$ cat src/common/cnn_defs.svh
`ifndef CNN_DEFS_SVH
`define CNN_DEFS_SVH

// pixel and weight width
`define DATA_LEN 8

// input frame edge
`define IMG_DIM 4

// kernel edge
`define KER_DIM 3

// frame edge with one pixel of zero border on each side
`define PAD_DIM 6

// full-precision dot product plus bias
`define ACC_LEN 20

// window buffer entries
`define FIFO_DEPTH 4

`endif

$ cat src/common/cnn_ctrl_pkg.sv
`default_nettype none

`include "cnn_defs.svh"

package cnn_ctrl_pkg;

  // two built-in layers
  typedef logic layer_id_t;

  localparam int NUM_LAYERS = 2;

  // im2col walker states
  typedef enum logic [1:0] {
    IDLE  = 2'd0,
    WALK  = 2'd1,
    DRAIN = 2'd2
  } col_state_t;

  typedef logic signed [`DATA_LEN-1:0] weight_t;

  // kernel[row][col]
  typedef weight_t [`KER_DIM-1:0][`KER_DIM-1:0] kernel_t;

  // layer 0 edge detector, layer 1 blur with negative corners
  localparam kernel_t ker_rom [NUM_LAYERS] = '{
    '{'{-8'sd1, -8'sd1, -8'sd1},
      '{-8'sd1,  8'sd8, -8'sd1},
      '{-8'sd1, -8'sd1, -8'sd1}},
    '{'{-8'sd1,  8'sd2, -8'sd1},
      '{ 8'sd2,  8'sd4,  8'sd2},
      '{-8'sd1,  8'sd2, -8'sd1}}
  };

  // per-layer bias, added after the third kernel row
  localparam weight_t bias_rom [NUM_LAYERS] = '{
    8'sd3,
    -8'sd5
  };

endpackage

`default_nettype wire

$ cat src/common/cnn_data_pkg.sv
`default_nettype none

`include "cnn_defs.svh"

package cnn_data_pkg;

  import cnn_ctrl_pkg::*;

  typedef logic signed [`DATA_LEN-1:0] pixel_t;
  typedef logic signed [`ACC_LEN-1:0]  acc_t;

  // element r*IMG_DIM + c is row r, column c
  typedef pixel_t [`IMG_DIM*`IMG_DIM-1:0] frame_t;

  // same layout, PAD_DIM wide
  typedef pixel_t [`PAD_DIM*`PAD_DIM-1:0] pad_map_t;

  // win[row][col]
  typedef pixel_t [`KER_DIM-1:0][`KER_DIM-1:0] window_t;

  // output pixel index, {row, col}
  typedef logic [$clog2(`IMG_DIM*`IMG_DIM)-1:0] out_idx_t;

  // one buffer entry
  typedef struct packed {
    window_t   win;
    layer_id_t layer;
    out_idx_t  idx;
  } patch_t;

  typedef acc_t [`IMG_DIM*`IMG_DIM-1:0] result_frame_t;

endpackage

`default_nettype wire

$ cat src/hw/patch_fifo.sv
`timescale 1ns/100ps
`default_nettype none

`include "cnn_defs.svh"

module patch_fifo import cnn_data_pkg::*; (
  input  wire         clk,
  input  wire         rst,
  input  wire         push,
  input  wire patch_t push_data,
  input  wire         pop,
  output patch_t      pop_data,
  output logic        full,
  output logic        empty
);

  localparam int PTR_W = $clog2(`FIFO_DEPTH);
  localparam int CNT_W = $clog2(`FIFO_DEPTH + 1);

  patch_t            mem [`FIFO_DEPTH];
  logic [PTR_W-1:0]  wr_ptr;
  logic [PTR_W-1:0]  rd_ptr;
  logic [CNT_W-1:0]  count;
  logic              do_push;
  logic              do_pop;

  assign do_push  = push & ~full;
  assign do_pop   = pop & ~empty;
  assign full     = (count == CNT_W'(`FIFO_DEPTH));
  assign empty    = (count == '0);
  // head entry, read without a clock
  assign pop_data = mem[rd_ptr];

  always_ff @(posedge clk) begin
    if (do_push) begin
      mem[wr_ptr] <= push_data;
    end
  end

  always_ff @(posedge clk) begin
    if (rst) begin
      wr_ptr <= '0;
      rd_ptr <= '0;
      count  <= '0;
    end else begin
      if (do_push) begin
        wr_ptr <= (wr_ptr == PTR_W'(`FIFO_DEPTH - 1)) ? '0 : wr_ptr + 1'b1;
      end
      if (do_pop) begin
        rd_ptr <= (rd_ptr == PTR_W'(`FIFO_DEPTH - 1)) ? '0 : rd_ptr + 1'b1;
      end
      // push with pop leaves the count alone
      case ({do_push, do_pop})
        2'b10:   count <= count + 1'b1;
        2'b01:   count <= count - 1'b1;
        default: count <= count;
      endcase
    end
  end

endmodule

`default_nettype wire

$ cat config.mk
export PLATFORM = sky130hd
export DESIGN_NAME = patch_fifo
export DESIGN_NICKNAME = d
export VERILOG_FILES = /design/src/common/cnn_ctrl_pkg.sv /design/src/common/cnn_data_pkg.sv /design/src/hw/patch_fifo.sv
export VERILOG_INCLUDE_DIRS = /design/src /design/src/common
export SDC_FILE = /design/constraint.sdc
export NUM_CORES = 1
export LEC_CHECK = 0
export BUFFER_PORTS_ARGS = -buffer_cell sky130_fd_sc_hd__buf_2
export CAP_MARGIN = 20
export CORE_UTILIZATION = 40
export CTS_BUF_LIST = sky130_fd_sc_hd__clkbuf_4 sky130_fd_sc_hd__clkbuf_8
export DETAILED_ROUTE_END_ITERATION = 8
export PLACE_DENSITY_LB_ADDON = 0.08
export REMOVE_ABC_BUFFERS = 1
export SYNTH_ARGS = -nofsm -noshare
export SYNTH_HDL_FRONTEND = slang
export SYNTH_SLANG_ARGS = --single-unit
export TNS_END_PERCENT = 20
$ cat constraint.sdc
create_clock -name clk -period 2.6 [get_ports clk]
set_input_delay 0.39 -clock clk [delete_from_list [all_inputs] [get_ports clk]]
set_output_delay 0.39 -clock clk [all_outputs]
set_load 0.02 [all_outputs]
==> results of run 1 <==
[per-stage QoR]
stage                     instance area, sq um  hold WS [ns]
final                                    14200        0.0546
after global routing                     14200       0.00849
after CTS                                14200      0.000386
after detailed placement                 13000         0.484
after global placement                   13000         0.465
after floorplan                          11500         0.456
[cell families after synthesis]
kind of cell / after synthesis
buffers and inverters: 28
flip-flops: 317
multiplexers: 78
AO/OA/AOI/OAI: 8
XOR/XNOR: 2
adder cells (fa/ha/maj): 7
AND/OR/NAND/NOR: 17
[cells in the final DEF (no fill, tap or decap), types with 6 or more instances in the layout]
master	count
clkbuf_4	19
ha_1	6
clkinv_1	16
buf_2	159
inv_1	8
edfxtp_1	308
buf_12	11
clkbuf_8	53
dfxtp_1	7
mux4_2	77
dlygate4sd3_1	20
[per-layer routing]
metal	vias up	share of wire (%)	track usage (%)
li1	2417	-	-
met1	2828	42	19.2
met3	41	6.1	4.21
met2	160	50	25.4
met4	4	1.9	5.50
met5	-	0.12	0
[critical path: cells and delay by family (launching register included)]
kind | cells | cell delay, ns
buffers and inverters | 2 | 0.49
flip-flops | 1 | 0.58
multiplexers | 1 | 0.38
[worst max-delay path by stage]
stage	start	to	slack, ns	depth (start not counted)
floorplan	flip-flop	pop_data[0]	-1.76	1
global placement	count[2]	count[2]	0.30	9
detailed placement	count[2]	count[2]	0.19	9
CTS	flip-flop	pop_data[0]	0.1	3
global route	count[2]	count[2]	0.07	9
finish	flip-flop	pop_data[43]	0.18	3
[final cells by class]
class,count,area [sq um]
Clock buffer,72,872
Multi-Input combinational cell,112,2020
Sequential cell,317,9440
Timing Repair Buffer,195,1270
Inverter,8,30.0
Fill cell,2286,13900
Clock inverter,20,105
Tap cell,378,473
Antenna cell,1,2.50
[power by group through the flow]
stage	sequential, W	combinational, W	clock (W)
finish	0.00628	0.00312	0.00407
global route	0.00633	0.00336	0.00438
CTS	0.00630	0.00321	0.00421
detailed placement	0.00643	0.00313	0
global placement	0.00639	0.00310	0
floorplan	0.00655	0.00188	0
[state kept, by name (all words and copies together), names as in the netlist, named ones only]
| signal | flops |
|---|---|
| mem | 308 |
| count | 3 |
| rd_ptr | 2 |
| wr_ptr | 2 |
[what timing repair did]
item	in CTS	in global routing
endpoints found under the setup margin	30	0
setup buffers	1	0
gates resized for setup	1	0
hold endpoints to repair	73	0
hold buffers	20	0
==> metrics.csv, run 1 <==
metric;value;unit
fin util;50.5;%
Layout Skew;0.0213;ns
CTS root buf;clkbuf_8;
area fraction in compound gates after synthesis;0.453;%
reg2reg path depth;9;
Cells after DPL;989;
die area;29700;sq um
Core Area;28200;sq um
vias per std cell;4.94;
Clock Sinks;317;
Tot Pwr;0.0135;W
drt first pass iters;4;
reg-to-reg endpoint;count[2];
combinational share of power;23.1;%
LEAKAGE;4.81;nW
critical path's largest stage delay;0.58;ns
Reg clk slew, reported paths;0.06;ns
IO Pins;160;
status;finished, final reports clean;
clock share of power;30.2;%
Initial Utilization;41.2;%
Slew Limit Fails;0;
non-filler cells, final;1103;
number of synthesized flops with an enable pin;308;
first-pass GRT wire length;33.2;mm
Crit. End Element;output pin;
Post-Syn Area per Cell;25.4;sq um
area leader, netlist;edfxtp_1;
DRT Wirelength;22.2;mm
ys async rst share;0;%
Setup crit start kind;flip-flop;
Int Power;0.00973;W
synth cell count leaders;edfxtp_1, mux4_2, buf_2, dfxtp_1, inv_1;
CTS tree;built;
Setup TNS;0;ns
Tmin final;2.42;ns
WHS Path Cells;1;
NumNets Final;773;
adder-cell area share of the yosys netlist;0.820;%
XOR/XNOR Fraction of Synth Area;0.151;%
worst slew margin relative to its limit;54.4;%
row count;61;
CP Max Fanout;39;
final worst slack;0.176;ns
initial DRC count;300;
CTS buffer count;51;
top cells by area, synth;edfxtp_1, mux4_2, dfxtp_1, ha_1, buf_6;
Distinct cells, synth;25;
share of power burned in registers;46.7;%
drt drc;0;
origin of the critical flop-to-flop path;count[2];
layout cells sized above 1;46.5;%
# setup viols final;0;
worst endpoint required time;2.21;ns
r2r setup slk;0.18;ns
Worst VDD drop;453;uV
Clock Tree Buf Depth;3;
Max-cap violations;0;
final hold violation count;0;
pre-CTS setup slack;0.191;ns
GRT Overall Usage;15.3;%
P&R area growth vs syn;22.6;%
crit path kind;reg -> out;
port bufs;159;
mux cell area share after synthesis;15.0;%
hold path start;push_data[3];
critical-path cell list;buf_12, mux4_2, buf_2;
worst hold path class;in -> reg;
routed vias;5450;
Die Width;172;um
htree depth;2;
most frequent cell after synthesis;edfxtp_1;
Slew @ Worst Pin;0.679;ns
RSZ-0062 raised after global routing;false;
switching power;0.00374;W
Worst Hold Path EP;mem[1][3];
total gr overflow;0;
Post-synth top flop;edfxtp_1;
period utilisation layout;93.2;%
flop and latch count out of synthesis;317;
Worst Path Arrival;2.03;ns
vias in the first global route;5970;
Pwr per Cell Area;947;nW/um^2
Max Clk Rate;413;MHz
synthesized area;11600;sq um
Synth Warn #;0;
RePlAce Congestion;0.718;
initial antenna violation count;3;
largest net degree at the start of global routing;40;
Simple-Gate Fraction of Synth Area;0.863;%
routed wire length per instance;20.1;um
switching part of the total;27.8;%
Detailed Place HPWL;12.9;mm
largest family of logic cells by synthesized area;multiplexers;
die height;172;um
Seq/Total Area, Yosys;81.3;%
synthesized instance count;457;
clk_lat worst skew;0.56;ns
antenna-violating nets left;0;
Synth top area share;79.7;%
critical path's slowest cell;dfxtp_4;
Power figures use the tool's default switching activity.
==> run 2: changes to the inputs <==
--- a/config.mk
+++ b/config.mk
@@ -11,6 +11,7 @@
 export CORE_UTILIZATION = 40
 export CTS_BUF_LIST = sky130_fd_sc_hd__clkbuf_4 sky130_fd_sc_hd__clkbuf_8
 export DETAILED_ROUTE_END_ITERATION = 8
+export MAX_ROUTING_LAYER = met4
 export PLACE_DENSITY_LB_ADDON = 0.08
 export REMOVE_ABC_BUFFERS = 1
 export SYNTH_ARGS = -nofsm -noshare
==> run 2 against run 1 <==
  * Final cell count rose by 0.18%
  * Clock power is essentially flat
  * Register-to-register slack about the same
  * Design area about the same
  * Clock skew grew 0.0015 ns
  * Largest power group unchanged
  * Highest routed layer is now met4
==> metrics.csv, run 2 (synthesis gave the netlist of run 1 again) <==
metric;value;unit;change
DRT Wirelength;22.2;mm;about the same
die area;29700;sq um;unchanged
Setup crit start kind;flip-flop;;unchanged
die height;172;um;unchanged
Max Clk Rate;413;MHz;about the same
vias per std cell;4.91;;was 4.94
Max-cap violations;0;;unchanged
drt first pass iters;4;;unchanged
status;finished, final reports clean;;unchanged
Crit. End Element;output pin;;unchanged
biggest regs;mem (308), count (3);;unchanged
Worst Path Arrival;2.03;ns;about the same
first-pass GRT wire length;33.2;mm;about the same
CTS buffer count;51;;unchanged
Core Area;28200;sq um;unchanged
# setup viols final;0;;unchanged
initial antenna violation count;3;;unchanged
CTS root buf;clkbuf_8;;unchanged
CTS tree;built;;unchanged
routed wire length per instance;20.1;um;about the same
RSZ-0062 raised after global routing;false;;unchanged
drt drc;0;;unchanged
RePlAce Congestion;0.727;;was 0.718
NumNets Final;773;;unchanged
worst slew margin relative to its limit;53.3;%;was 54.4%
max FFs per register;308;;unchanged
Initial Utilization;41.2;%;unchanged
Reg clk slew, reported paths;0.06;ns;about the same
period utilisation layout;93.2;%;about the same
worst hold path class;in -> reg;;unchanged
row count;61;;unchanged
pre-CTS setup slack;0.191;ns;unchanged
worst endpoint required time;2.21;ns;about the same
fin util;50.5;%;about the same
crit path kind;reg -> out;;unchanged
htree depth;2;;unchanged
Layout Skew;0.0228;ns;was 0.0213 ns
Tmin final;2.42;ns;about the same
clk_lat worst skew;0.56;ns;about the same
CP Max Fanout;39;;unchanged
largest register by flop count;mem;;unchanged
largest net degree at the start of global routing;40;;unchanged
GRT Overall Usage;15.7;%;was 15.3%
commonest non-fill, non-tap cell in the layout;edfxtp_1;;unchanged
LEAKAGE;4.81;nW;about the same
total gr overflow;0;;unchanged
vias in the first global route;5974;;was 5970
Slew @ Worst Pin;0.694;ns;was 0.679 ns
Detailed Place HPWL;12.9;mm;unchanged
Slew Limit Fails;0;;unchanged
Clock Tree Buf Depth;3;;unchanged
final hold violation count;0;;unchanged
Clock Sinks;317;;unchanged
initial DRC count;316;;was 300
Worst VDD drop;454;uV;was 453 uV
routed vias;5423;;was 5450
layout cells sized above 1;46.5;%;unchanged
IO Pins;160;;unchanged
port bufs;159;;unchanged
Die Width;172;um;unchanged
most frequent cells in the layout;edfxtp_1, buf_2, mux4_2;;unchanged
antenna-violating nets left;0;;unchanged
Pwr per Cell Area;947;nW/um^2;about the same
final worst slack;0.177;ns;was 0.176 ns
P&R area growth vs syn;22.6;%;about the same
==> run 2: worst paths after layout <==
kind,slack [ns],end,depth (start not counted),startpoint
hold reg to reg,0.48,flip-flop,2,rd_ptr[0]
hold / removal,0.05,mem[0][68],1,push_data[68]
setup reg to reg,0.18,count[2],9,count[2]
setup / recovery,0.18,pop_data[43],3,flip-flop
==> run 2: stage by stage <==
stage	cell area (sq um)	power [W]	setup TNS, ns	hold slack (ns)	instances
finish	14200	0.0135	0	0.0542	1105
global route	14200	0.0141	0	0.00848	1105
CTS	14200	0.0137	0	0.000386	1102
detailed placement	13000	0.00955	0	0.484	989
global placement	13000	0.00949	0	0.465	989
floorplan	11500	0.00843	-135.80	0.456	437
==> run 2: cell type report <==
class | instances | area, sq um
timing repair buffer | 195 | 1270
inverter | 8 | 30.0
clock inverter | 20 | 105
clock buffer | 72 | 872
multi-input combinational | 112 | 2020
fill | 2285 | 13900
sequential | 317 | 9440
tap | 378 | 473
antenna | 3 | 7.51
==> run 2: power by group <==
group	internal [W]	switching [W]
Clock	0.00225	0.00182
Sequential	0.00613	0.000155
Combinational	0.00135	0.00177
==> run 2: routing by layer <==
metal / up-vias / share of wire (%) / track usage (%)
met2: 164 / 50 / 25.4
met4: 0 / 1.9 / 5.50
met1: 2801 / 42 / 19.2
met5: - / 0 / -
li1: 2418 / - / -
met3: 40 / 6.1 / 4.21
==> run 2: worst max-delay path, stage by stage (launching register included) <==
cell	delay [ns]
dfxtp_4	0.58
buf_12	0.31
mux4_2	0.38
buf_2	0.18
==> run 2: timing repair <==
action / CTS / global route
gates resized for setup: 1 / 0
setup endpoints to repair: 30 / 0
hold buffers: 20 / 0
endpoints found under the hold margin: 73 / 0
buffers inserted: 1 / 0
