[src/common/cnn_defs.svh]
`ifndef CNN_DEFS_SVH
`define CNN_DEFS_SVH

// pixel and weight width
`define DATA_LEN 8

// input frame edge
`define IMG_DIM 4

// kernel edge
`define KER_DIM 3

// frame edge with one pixel of zero border on each side
`define PAD_DIM 6

// full-precision dot product plus bias
`define ACC_LEN 20

// window buffer entries
`define FIFO_DEPTH 4

`endif

[src/common/cnn_ctrl_pkg.sv]
`default_nettype none

`include "cnn_defs.svh"

package cnn_ctrl_pkg;

  // two built-in layers
  typedef logic layer_id_t;

  localparam int NUM_LAYERS = 2;

  // im2col walker states
  typedef enum logic [1:0] {
    IDLE  = 2'd0,
    WALK  = 2'd1,
    DRAIN = 2'd2
  } col_state_t;

  typedef logic signed [`DATA_LEN-1:0] weight_t;

  // kernel[row][col]
  typedef weight_t [`KER_DIM-1:0][`KER_DIM-1:0] kernel_t;

  // layer 0 edge detector, layer 1 blur with negative corners
  localparam kernel_t ker_rom [NUM_LAYERS] = '{
    '{'{-8'sd1, -8'sd1, -8'sd1},
      '{-8'sd1,  8'sd8, -8'sd1},
      '{-8'sd1, -8'sd1, -8'sd1}},
    '{'{-8'sd1,  8'sd2, -8'sd1},
      '{ 8'sd2,  8'sd4,  8'sd2},
      '{-8'sd1,  8'sd2, -8'sd1}}
  };

  // per-layer bias, added after the third kernel row
  localparam weight_t bias_rom [NUM_LAYERS] = '{
    8'sd3,
    -8'sd5
  };

endpackage

`default_nettype wire

[src/common/cnn_data_pkg.sv]
`default_nettype none

`include "cnn_defs.svh"

package cnn_data_pkg;

  import cnn_ctrl_pkg::*;

  typedef logic signed [`DATA_LEN-1:0] pixel_t;
  typedef logic signed [`ACC_LEN-1:0]  acc_t;

  // element r*IMG_DIM + c is row r, column c
  typedef pixel_t [`IMG_DIM*`IMG_DIM-1:0] frame_t;

  // same layout, PAD_DIM wide
  typedef pixel_t [`PAD_DIM*`PAD_DIM-1:0] pad_map_t;

  // win[row][col]
  typedef pixel_t [`KER_DIM-1:0][`KER_DIM-1:0] window_t;

  // output pixel index, {row, col}
  typedef logic [$clog2(`IMG_DIM*`IMG_DIM)-1:0] out_idx_t;

  // one buffer entry
  typedef struct packed {
    window_t   win;
    layer_id_t layer;
    out_idx_t  idx;
  } patch_t;

  typedef acc_t [`IMG_DIM*`IMG_DIM-1:0] result_frame_t;

endpackage

`default_nettype wire

[src/hw/im2col/zero_padding.sv]
`timescale 1ns/100ps
`default_nettype none

`include "cnn_defs.svh"

module zero_padding import cnn_data_pkg::*; (
  input  wire         clk,
  input  wire         rst,
  input  wire         load,
  input  wire         busy,
  input  wire frame_t d,
  output pad_map_t    pad_map,
  output logic        pad_ready
);

  pad_map_t map_next;
  logic     take;

  // loads during a frame are dropped
  assign take = load & ~busy;

  // border stays zero, frame goes one row and one column in
  always_comb begin
    map_next = '0;
    for (int r = 0; r < `IMG_DIM; r++) begin
      for (int c = 0; c < `IMG_DIM; c++) begin
        map_next[(r + 1) * `PAD_DIM + c + 1] = d[r * `IMG_DIM + c];
      end
    end
  end

  always_ff @(posedge clk) begin
    if (take) begin
      pad_map <= map_next;
    end
  end

  // map is valid from the cycle after the load
  always_ff @(posedge clk) begin
    if (rst) begin
      pad_ready <= 1'b0;
    end else begin
      pad_ready <= take;
    end
  end

endmodule

`default_nettype wire

[config.mk]
export PLATFORM = sky130hd
export DESIGN_NAME = zero_padding
export DESIGN_NICKNAME = d
export VERILOG_FILES = /design/src/common/cnn_ctrl_pkg.sv /design/src/common/cnn_data_pkg.sv /design/src/hw/im2col/zero_padding.sv
export VERILOG_INCLUDE_DIRS = /design/src /design/src/common
export SDC_FILE = /design/constraint.sdc
export NUM_CORES = 1
export LEC_CHECK = 0
export BUFFER_PORTS_ARGS = -buffer_cell sky130_fd_sc_hd__buf_2
export CAP_MARGIN = 25
export CELL_PAD_IN_SITES_DETAIL_PLACEMENT = 1
export CELL_PAD_IN_SITES_GLOBAL_PLACEMENT = 1
export CORE_AREA = 2 2 162 164
export DETAILED_ROUTE_END_ITERATION = 6
export DIE_AREA = 0 0 164 166
export PLACE_DENSITY = 0.7
export SLEW_MARGIN = 10
export SYNTH_ARGS = -nofsm -noshare
export SYNTH_HDL_FRONTEND = slang
export SYNTH_SLANG_ARGS = --single-unit
[constraint.sdc]
create_clock -name clk -period 8.4 [get_ports clk]
set_input_delay 0.84 -clock clk [delete_from_list [all_inputs] [get_ports clk]]
set_output_delay 0.84 -clock clk [all_outputs]
set_load 0.05 [all_outputs]
==> results of run 1 <==
==> how the worst min path moves through the flow <==
| stage | end | from |
|---|---|---|
| detailed placement | pad_map[73] | d[17] |
| floorplan | pad_ready | busy |
| global route | pad_map[113] | d[41] |
| finish | pad_ready | rst |
| global placement | pad_map[124] | d[52] |
| CTS | pad_ready | rst |
==> per-stage QoR <==
stage | cell area (µm²) | util | total power (W) | hold slack (ns)
after CTS | 6810 | 0.266 | 0.00193 | 0.561
after floorplan | 5680 | - | 0.00116 | 0.909
after global routing | 6810 | 0.266 | 0.00197 | 0.562
final | 6810 | 0.266 | 0.00189 | 0.593
after global placement | 6230 | 0.243 | 0.00117 | 1.02
after detailed placement | 6230 | 0.243 | 0.00117 | 1.02
==> cell usage in the layout, fill, tap and decap left out <==
cell                           n
sky130_fd_sc_hd__buf_2       260
sky130_fd_sc_hd__buf_4         2
sky130_fd_sc_hd__clkbuf_16    17
sky130_fd_sc_hd__clkinv_4      3
sky130_fd_sc_hd__clkinv_8      2
sky130_fd_sc_hd__clkinvlp_4    1
sky130_fd_sc_hd__conb_1      160
sky130_fd_sc_hd__dfxtp_1       1
sky130_fd_sc_hd__edfxtp_1    128
sky130_fd_sc_hd__inv_6         3
sky130_fd_sc_hd__inv_8         6
sky130_fd_sc_hd__nor2b_4       1
sky130_fd_sc_hd__nor3b_2       1
==> power by group <==
part | leakage, nW | total, W | internal, W | switching (W)
registers | 1.21 | 0.000767 | 0.000756 | 0.0000108
logic | 1.56 | 0.000392 | 0.0000489 | 0.000343
clock network | 0.286 | 0.000733 | 0.000399 | 0.000334
total | 3.06 | 0.00189 | 0.00120 | 0.000687
==> cells by family after synthesis <==
family,count (synthesis),synth area share
flip-flops,129,0.759
buffers and inverters,160,0.236
AND/OR/NAND/NOR,2,0.00369
other,1,0.000737
==> layer usage <==
metal,GRT usage,share of wire
met1,0.0995,0.36
met2,0.157,0.50
met3,0.0462,0.13
met4,0.0229,0.0085
met5,0,0.00082
==> area by class of cell <==
type                            count  area (µm²)
Tap cell                          335         419
Timing Repair Buffer              262        1320
Fill cell                        2914       18800
Clock inverter                     15         160
Sequential cell                   129        3860
Clock buffer                       17         425
Multi-Input combinational cell    162         627
==> flip-flops by register name, indices dropped and copies added (netlist names) <==
register / flops
pad_map: 128
pad_ready: 1
==> summary.md, run 1 <==
## STA
• 0.951 ns — Worst Max-Slew Pin Slew
• no — unrepaired setup endpoints after global routing
• 6.46 ns — Worst Slack Setup Final
• 517 MHz — maximum clock frequency
• 0.230 — post-route clock period utilization
• 0 — final hold violations
• 0.366 — headroom to the max-slew limit
• 0 — endpoints failing setup
• 0 ns — TNS Setup
• 1.94 ns — crit path time final
• 0 — pins over their slew limit

## Synthesis
• sky130_fd_sc_hd__buf_4 — cell with the most instances after synthesis
• 0 — synthesis warning total
• 292 — number of instances in the synthesized netlist
• sky130_fd_sc_hd__edfxtp_1 — top cell type by total area after synthesis
• 6 — library cells used by synthesis
• 0.759 — share of synthesized area occupied by flip-flops and latches
• 128 — Post-synth EDFFs
• 17.4 µm² — average footprint of a synthesized cell
• sky130_fd_sc_hd__edfxtp_1 (76%), sky130_fd_sc_hd__buf_4 (24%), sky130_fd_sc_hd__dfxtp_1 (0.39%), sky130_fd_sc_hd__nor3b_2 (0.25%), sky130_fd_sc_hd__nor2b_1 (0.12%) — leading cell types by total area after synthesis
• 0 — FFs w/ async S/R, synth
• sky130_fd_sc_hd__buf_4 (160), sky130_fd_sc_hd__edfxtp_1 (128) — most frequent cells after synthesis
• 0.756 — Yosys top cell area share
• sky130_fd_sc_hd__edfxtp_1 — leading register cell type out of synthesis
• 5090 µm² — area of the mapped netlist
• 129 — synthesis-stage register bit count

## Routing
• 14.5 µm — routed wirelength normalized by instance count
• 206 — Detailed Route Iter0 Violations
• 0 — number of nets with antenna violations after detailed routing
• 13400 µm — final wirelength
• 3.11 — DR vias/cell
• 4 — total iterations of the first detailed-routing run
• 2858 — total number of vias
• 0 — DRC

## Place
• 0.712 — final weighted congestion of routability-driven global placement
• 10500 µm — DP HPWL
• 888 — total placed cells including tap cells
• 6.16 ns — Placement Setup Slack
• 260 — quantity of I/O buffers inserted on ports

## Flow run
• 0 — number of max-cap violations

## Setup path
• register to output pin — Worst Path Class, Setup
• 0.39 ns — Largest stage delay, worst path
• flip-flops — kind of cell adding the most delay to the critical path
• 7.56 ns — worst endpoint required time
• 1 — count of buffering cells on the critical path with inverters included
• 1 — number of cells on the critical path
• output pin — Setup crit end kind
• register — kind of start point of the critical path
• pad_map[169] — Critical Path End
• sky130_fd_sc_hd__edfxtp_1 — cell type of the slowest stage on the worst timing path
• buf_2 — critical-path cell list
• 1 — largest fanout of any net on the critical path
• 1.10 ns — Worst Path Arrival
• pad_map[169] — origin of the worst setup path

## Clock tree
• 0 — post-CTS repair timing setup buffer count
• sky130_fd_sc_hd__clkbuf_16 — cell chosen for the clock root
• 129 — clock tree sinks
• 17 — CTS buffer count
• 0.07 ns — clock transition time at the flip-flop clock pins of the worst setup and hold paths
• 0 — count of hold-fix buffers inserted at cts
• 4 — H-tree level count
• 2 — maximum number of buffers from clock root to sink
• 0 — Gates resized, CTS repair
• built — clock tree from TritonCTS

## Global route
• 0.0914 — global-route total usage across every layer
• 17800 µm — wire length of the first global-routing pass
• 0 — overflow left after global routing
• 71 — largest net degree at the start of global routing
• 3 — antenna violations before repair
• 2669 — number of global-route vias before repair

## Worst hold path
• 2 — cell depth of the worst min-delay path
• input pin to register — Worst Hold Class

## Die
• 0.199 — Initial Util
• 166 µm — height of the die
• 27200 µm² — DIE AREA
• 25600 µm² — core outline area
• 164 µm — DIE WIDTH
• 421 — top-level port count
• 59 — number of cell rows

## Cells and area
• 33.9% — Area Growth Syn to Fin
• 0.506 — layout cell share with drive strength beyond 1
• 0 — number of diodes
• 704 — number of nets in the final layout
• 920 — final standard cell count with taps included and fillers excluded

## Power and ir drop
• 3.06 nW — Leakage
• 278 nW/µm² — power density over the cells
• 0.106 mV — Worst IR Drop VDD

## Outcome
• complete, no violations — run status

Note: power is estimated with default switching activity, not from simulation.
==> inputs of run 2 (changes only) <==
--- a/config.mk
+++ b/config.mk
@@ -6,14 +6,15 @@
 export SDC_FILE = /design/constraint.sdc
 export NUM_CORES = 1
 export LEC_CHECK = 0
+export ABC_AREA = 1
 export BUFFER_PORTS_ARGS = -buffer_cell sky130_fd_sc_hd__buf_2
 export CAP_MARGIN = 25
 export CELL_PAD_IN_SITES_DETAIL_PLACEMENT = 1
 export CELL_PAD_IN_SITES_GLOBAL_PLACEMENT = 1
-export CORE_AREA = 2 2 162 164
+export CORE_AREA = 2 2 166 168
 export DETAILED_ROUTE_END_ITERATION = 6
-export DIE_AREA = 0 0 164 166
-export PLACE_DENSITY = 0.7
+export DIE_AREA = 0 0 168 170
+export PLACE_DENSITY = 0.69
 export SLEW_MARGIN = 10
 export SYNTH_ARGS = -nofsm -noshare
 export SYNTH_HDL_FRONTEND = slang
==> constraint.sdc (replaced) <==
create_clock -name clk -period 1.75 [get_ports clk]
set_input_delay 0.175 -clock clk [delete_from_list [all_inputs] [get_ports clk]]
set_output_delay 0.175 -clock clk [all_outputs]
set_load 0.05 [all_outputs]
==> summary.md, run 2 <==
## Cells and area
• 0.424 — layout cell share with drive strength beyond 1
• sky130_fd_sc_hd__buf_2 — leading cell type in the layout, fill and taps excluded
• 1071 — final standard cell count with taps included and fillers excluded
• 847 — number of nets in the final layout
• 2964 — FILL cells
• sky130_fd_sc_hd__buf_2 (260), sky130_fd_sc_hd__conb_1 (160), sky130_fd_sc_hd__dlygate4sd3_1 (130) — highest-count cells in the layout ignoring fill and taps
• 3860 µm² — flip-flop and latch area
• 61.9% — Area Growth Syn to Fin
• 128 — flip-flop count of the largest register after layout
• pad_map — largest reg by FF count
• pad_map: 128 flops, pad_ready: 1 flops — Regs by FF count
• 627 µm² — area of the multi-input gates

## Clock tree
• 129 — clock tree sinks
• 17 — CTS buffer count
• built — clock tree from TritonCTS
• 0.07 ns — clock transition time at the flip-flop clock pins of the worst setup and hold paths
• sky130_fd_sc_hd__clkbuf_16 — cell chosen for the clock root
• 0 — Gates resized, CTS repair
• 2 — maximum number of buffers from clock root to sink
• 4 — H-tree level count

## Die
• 170 µm — height of the die
• 60 — number of cell rows
• 168 µm — DIE WIDTH
• 28600 µm² — DIE AREA
• 26700 µm² — core outline area
• 0.191 — Initial Util
• 421 — top-level port count

## Synthesis
• sky130_fd_sc_hd__edfxtp_1 — leading register cell type out of synthesis
• 7 — library cells used by synthesis
• 5090 µm² — area of the mapped netlist
• 0.755 — Yosys top cell area share
• sky130_fd_sc_hd__buf_4 (160), sky130_fd_sc_hd__edfxtp_1 (128), sky130_fd_sc_hd__inv_1 (2) — most frequent cells after synthesis
• sky130_fd_sc_hd__buf_4 — cell with the most instances after synthesis
• 0.759 — share of synthesized area occupied by flip-flops and latches
• 128 — Post-synth EDFFs
• 0 — FFs w/ async S/R, synth
• sky130_fd_sc_hd__edfxtp_1 (76%), sky130_fd_sc_hd__buf_4 (24%), sky130_fd_sc_hd__dfxtp_1 (0.39%), sky130_fd_sc_hd__inv_1 (0.15%), sky130_fd_sc_hd__nand2_2 (0.12%) — leading cell types by total area after synthesis
• 17.3 µm² — average footprint of a synthesized cell
• 0 — synthesis warning total
• 129 — synthesis-stage register bit count
• 294 — number of instances in the synthesized netlist
• sky130_fd_sc_hd__edfxtp_1 — top cell type by total area after synthesis

## Routing
• 0 — DRC
• 4 — total iterations of the first detailed-routing run
• 14.7 µm — routed wirelength normalized by instance count
• 3417 — total number of vias
• 194 — Detailed Route Iter0 Violations
• 0 — number of nets with antenna violations after detailed routing
• 3.19 — DR vias/cell
• 15700 µm — final wirelength

## Setup path
• 1 — largest fanout of any net on the critical path
• 0.42 ns — Largest stage delay, worst path
• 1.07 ns — Worst Path Arrival
• register — kind of start point of the critical path
• flip-flops — kind of cell adding the most delay to the critical path
• 1 — count of buffering cells on the critical path with inverters included
• buf_2 — critical-path cell list
• 1.57 ns — worst endpoint required time
• output pin — Setup crit end kind
• register to output pin — Worst Path Class, Setup
• sky130_fd_sc_hd__edfxtp_1 — cell type of the slowest stage on the worst timing path

## Worst hold path
• input pin to register — Worst Hold Class

## STA
• 1.24 ns — crit path time final
• 0 — pins over their slew limit
• 803 MHz — maximum clock frequency
• 0 — final hold violations
• 0 ns — TNS Setup
• 0.462 ns — Post-Route Hold Slack
• 0.518 ns — Worst Max-Slew Pin Slew
• 0.654 — headroom to the max-slew limit
• 0.505 ns — Worst Slack Setup Final
• 0 — endpoints failing setup
• no — unrepaired setup endpoints after global routing
• 0.711 — post-route clock period utilization

## Power and ir drop
• 0.397 mV — Worst IR Drop VDD
• 0.00335 W — NetSw
• 3.66 nW — Leakage
• 0.00932 W — overall power
• 0.360 — Switching Fraction
• 0.233 — combinational group share of total power
• 1130 nW/µm² — power density over the cells
• 0.395 — sequential share of power
• 0.372 — share of power burned in the clock network
• 0.00597 W — Int Power

## Global route
• 0 — overflow left after global routing
• 34 — largest net degree at the start of global routing
• 2 — antenna violations before repair
• 21800 µm — wire length of the first global-routing pass
• 0.105 — global-route total usage across every layer
• 3497 — number of global-route vias before repair

## Place
• 0.670 — final weighted congestion of routability-driven global placement
• 260 — quantity of I/O buffers inserted on ports
• 0.111 ns — Placement Setup Slack
• 11000 µm — DP HPWL
• 907 — total placed cells including tap cells

## Outcome
• complete, no violations — run status

## Flow run
• 0 — number of max-cap violations

[run 2: layer usage]
layer | up-vias | track usage | share of wire
met5 | - | 0 | 0
met4 | 0 | 0.0412 | 0.012
met3 | 11 | 0.0344 | 0.087
met2 | 237 | 0.188 | 0.53
met1 | 1615 | 0.114 | 0.37
li1 | 1554 | - | -
[run 2: stage by stage]
step                       util  area (µm²)
after floorplan               -        5720
after global placement    0.239        6370
after detailed placement  0.239        6370
after CTS                 0.309        8230
after global routing      0.309        8240
final                     0.309        8240
[run 2: cells by family (layout without fill, tap and decap cells)]
logic type / after synthesis / after routing / synth area share
other: 1 / 162 / 0.000737
buffers and inverters: 162 / 437 / 0.238
DFF: 129 / 129 / 0.759
and+or+nand+nor: 2 / 2 / 0.00246
[run 2: power groups by stage]
stage	logic (W)	clock network [W]	registers, W
finish	0.00217	0.00346	0.00369
global route	0.00225	0.00373	0.00370
CTS	0.00216	0.00364	0.00368
detailed placement	0.00193	0	0.00375
global placement	0.00191	0	0.00374
floorplan	0.00107	0	0.00447
[run 2: final cells by class]
type                            count  share of cell area
Clock buffer                       17              0.0516
Timing Repair Buffer              403               0.331
Sequential cell                   129               0.469
Tap cell                          341              0.0518
Antenna cell                        2            0.000607
Clock inverter                     15              0.0169
Multi-Input combinational cell    162              0.0761
Inverter                            2             0.00334
[run 2: final timing paths]
| path | startpoint | endpoint | cells past startpoint |
|---|---|---|---|
| worst max-delay path | pad_map[176] | pad_map[176] | 1 |
| worst min-delay path | d[122] | pad_map[226] | 2 |
[run 2: what timing repair did]
| action | CTS | global route |
|---|---|---|
| hold buffers | 130 | 0 |
| endpoints found under the setup margin | 0 | 0 |
| buffers inserted | 0 | 0 |
| endpoints found under the hold margin | 129 | 0 |
==> inputs of run 3 (changes only) <==
--- a/config.mk
+++ b/config.mk
@@ -11,10 +11,10 @@
 export CAP_MARGIN = 25
 export CELL_PAD_IN_SITES_DETAIL_PLACEMENT = 1
 export CELL_PAD_IN_SITES_GLOBAL_PLACEMENT = 1
-export CORE_AREA = 2 2 166 168
+export CORE_AREA = 2 2 162 164
 export DETAILED_ROUTE_END_ITERATION = 6
-export DIE_AREA = 0 0 168 170
-export PLACE_DENSITY = 0.69
+export DIE_AREA = 0 0 164 166
+export PLACE_DENSITY = 0.7
 export SLEW_MARGIN = 10
 export SYNTH_ARGS = -nofsm -noshare
 export SYNTH_HDL_FRONTEND = slang
==> constraint.sdc (replaced) <==
create_clock -name clk -period 1.2 [get_ports clk]
set_input_delay 0.12 -clock clk [delete_from_list [all_inputs] [get_ports clk]]
set_output_delay 0.12 -clock clk [all_outputs]
set_load 0.05 [all_outputs]
==> summary.md, run 3 (same netlist as run 2, synthesis figures left out) <==
## Power and ir drop
• 0.00877 W — Int Power
• 0.361 — Switching Fraction
• 0.392 — sequential share of power
• 0.374 — share of power burned in the clock network
• 0.00496 W — NetSw
• 3.70 nW — Leakage
• 1650 nW/µm² — power density over the cells
• 0.234 — combinational group share of total power
• 0.804 mV — Worst IR Drop VDD

## Place
• 260 — quantity of I/O buffers inserted on ports
• 0.759 — final weighted congestion of routability-driven global placement
• 0.0207 ns — Placement Setup Slack
• 6390 µm² — total placed instance area
• 10600 µm — DP HPWL
• 902 — total placed cells including tap cells

## Global route
• 3584 — number of global-route vias before repair
• 0.111 — global-route total usage across every layer
• 38 — largest net degree at the start of global routing
• 2 — antenna violations before repair
• 0 — overflow left after global routing
• 21900 µm — wire length of the first global-routing pass

## Cells and area
• 64.0% — Area Growth Syn to Fin
• 627 µm² — area of the multi-input gates
• pad_map — largest reg by FF count
• 3860 µm² — flip-flop and latch area
• 128 — flip-flop count of the largest register after layout
• 8350 µm² — final std cell area, no fill
• sky130_fd_sc_hd__buf_2 — leading cell type in the layout, fill and taps excluded
• sky130_fd_sc_hd__buf_2 (245), sky130_fd_sc_hd__conb_1 (160), sky130_fd_sc_hd__dlygate4sd3_1 (130) — highest-count cells in the layout ignoring fill and taps
• 2848 — FILL cells
• 0.425 — layout cell share with drive strength beyond 1
• 1066 — final standard cell count with taps included and fillers excluded
• pad_map: 128 flops, pad_ready: 1 flops — Regs by FF count
• 0.326 — Final Core Density
• 848 — number of nets in the final layout

## STA
• 0 ns — TNS Setup
• 1.17 ns — crit path time final
• 0 — final hold violations
• 0 — endpoints failing setup
• 851 MHz — maximum clock frequency
• yes — unrepaired setup endpoints after global routing
• 0 — pins over their slew limit
• 0.0253 ns — Worst Slack Setup Final
• 0.979 — post-route clock period utilization

## Routing
• 4 — total iterations of the first detailed-routing run
• 16200 µm — final wirelength
• 3458 — total number of vias
• 0 — number of nets with antenna violations after detailed routing
• 15.2 µm — routed wirelength normalized by instance count
• 3.24 — DR vias/cell
• 0 — DRC
• 161 — Detailed Route Iter0 Violations

## Flow run
• 0 — number of max-cap violations

## Clock tree
• sky130_fd_sc_hd__clkbuf_16 — cell chosen for the clock root
• 2 — maximum number of buffers from clock root to sink
• 129 — clock tree sinks
• 4 — H-tree level count
• 0.07 ns — clock transition time at the flip-flop clock pins of the worst setup and hold paths
• built — clock tree from TritonCTS
• 17 — CTS buffer count

## Setup path
• 1 — largest fanout of any net on the critical path
• output pin — Setup crit end kind
• register to output pin — Worst Path Class, Setup
• flip-flops — kind of cell adding the most delay to the critical path
• 1 — count of buffering cells on the critical path with inverters included
• sky130_fd_sc_hd__edfxtp_1 — cell type of the slowest stage on the worst timing path
• 1.05 ns — Worst Path Arrival
• register — kind of start point of the critical path
• 1 — number of cells on the critical path
• 1.08 ns — worst endpoint required time
• buf_2 — critical-path cell list
• 0.36 ns — Largest stage delay, worst path

## Outcome
• complete, no violations — run status

## Die
• 27200 µm² — DIE AREA
• 166 µm — height of the die
• 164 µm — DIE WIDTH
• 25600 µm² — core outline area
• 421 — top-level port count
• 59 — number of cell rows
• 0.199 — Initial Util

## Worst hold path
• input pin to register — Worst Hold Class
• 4 — cell depth of the worst min-delay path

-- run 3: path summary, 6_finish.rpt --
check / from / to / slack [ns]
hold / removal: load / pad_map[78] / 0.31
setup / recovery: pad_map[67] / pad_map[67] / 0.03
-- run 3: per-stage QoR --
step           hold slack (ns)  total power [W]
2_1_floorplan            0.186          0.00808
3_3_place_gp             0.296          0.00826
3_5_place_dp             0.298          0.00828
4_1_cts                  0.293           0.0139
5_1_grt                  0.308           0.0143
6_report                 0.308           0.0137
-- run 3: layer usage --
layer,part of all wire,global-route usage,wire [µm]
met1,0.34,0.108,5510
met5,0,0,0
met4,0.012,0.0305,190
met3,0.096,0.0405,1550
met2,0.55,0.217,8920
-- run 3: cell type report --
type                    instances  share of cell area
flip-flops and latches        129               0.463
repair buffers                404               0.337
multi-input cells             162              0.0751
clock buffers                  17              0.0510
well taps                     335              0.0502
clock inverters                15              0.0196
inverters                       2             0.00330
diodes                          2            0.000600
-- run 3: what timing repair did --
item / 4_1_cts / 5_1_grt
resized for setup: 9 / 18
buffers inserted: 0 / 0
endpoints found under the hold margin: 129 / 0
setup endpoints to repair: 8 / 10
hold buffers: 130 / 0
-- run 3: power by group through the flow --
stage          registers [W]  logic, W  clock network, W
2_1_floorplan        0.00652   0.00156                 0
3_3_place_gp         0.00546   0.00279                 0
3_5_place_dp         0.00547   0.00281                 0
4_1_cts              0.00538   0.00317           0.00532
5_1_grt              0.00541   0.00332           0.00552
6_report             0.00539   0.00321           0.00514
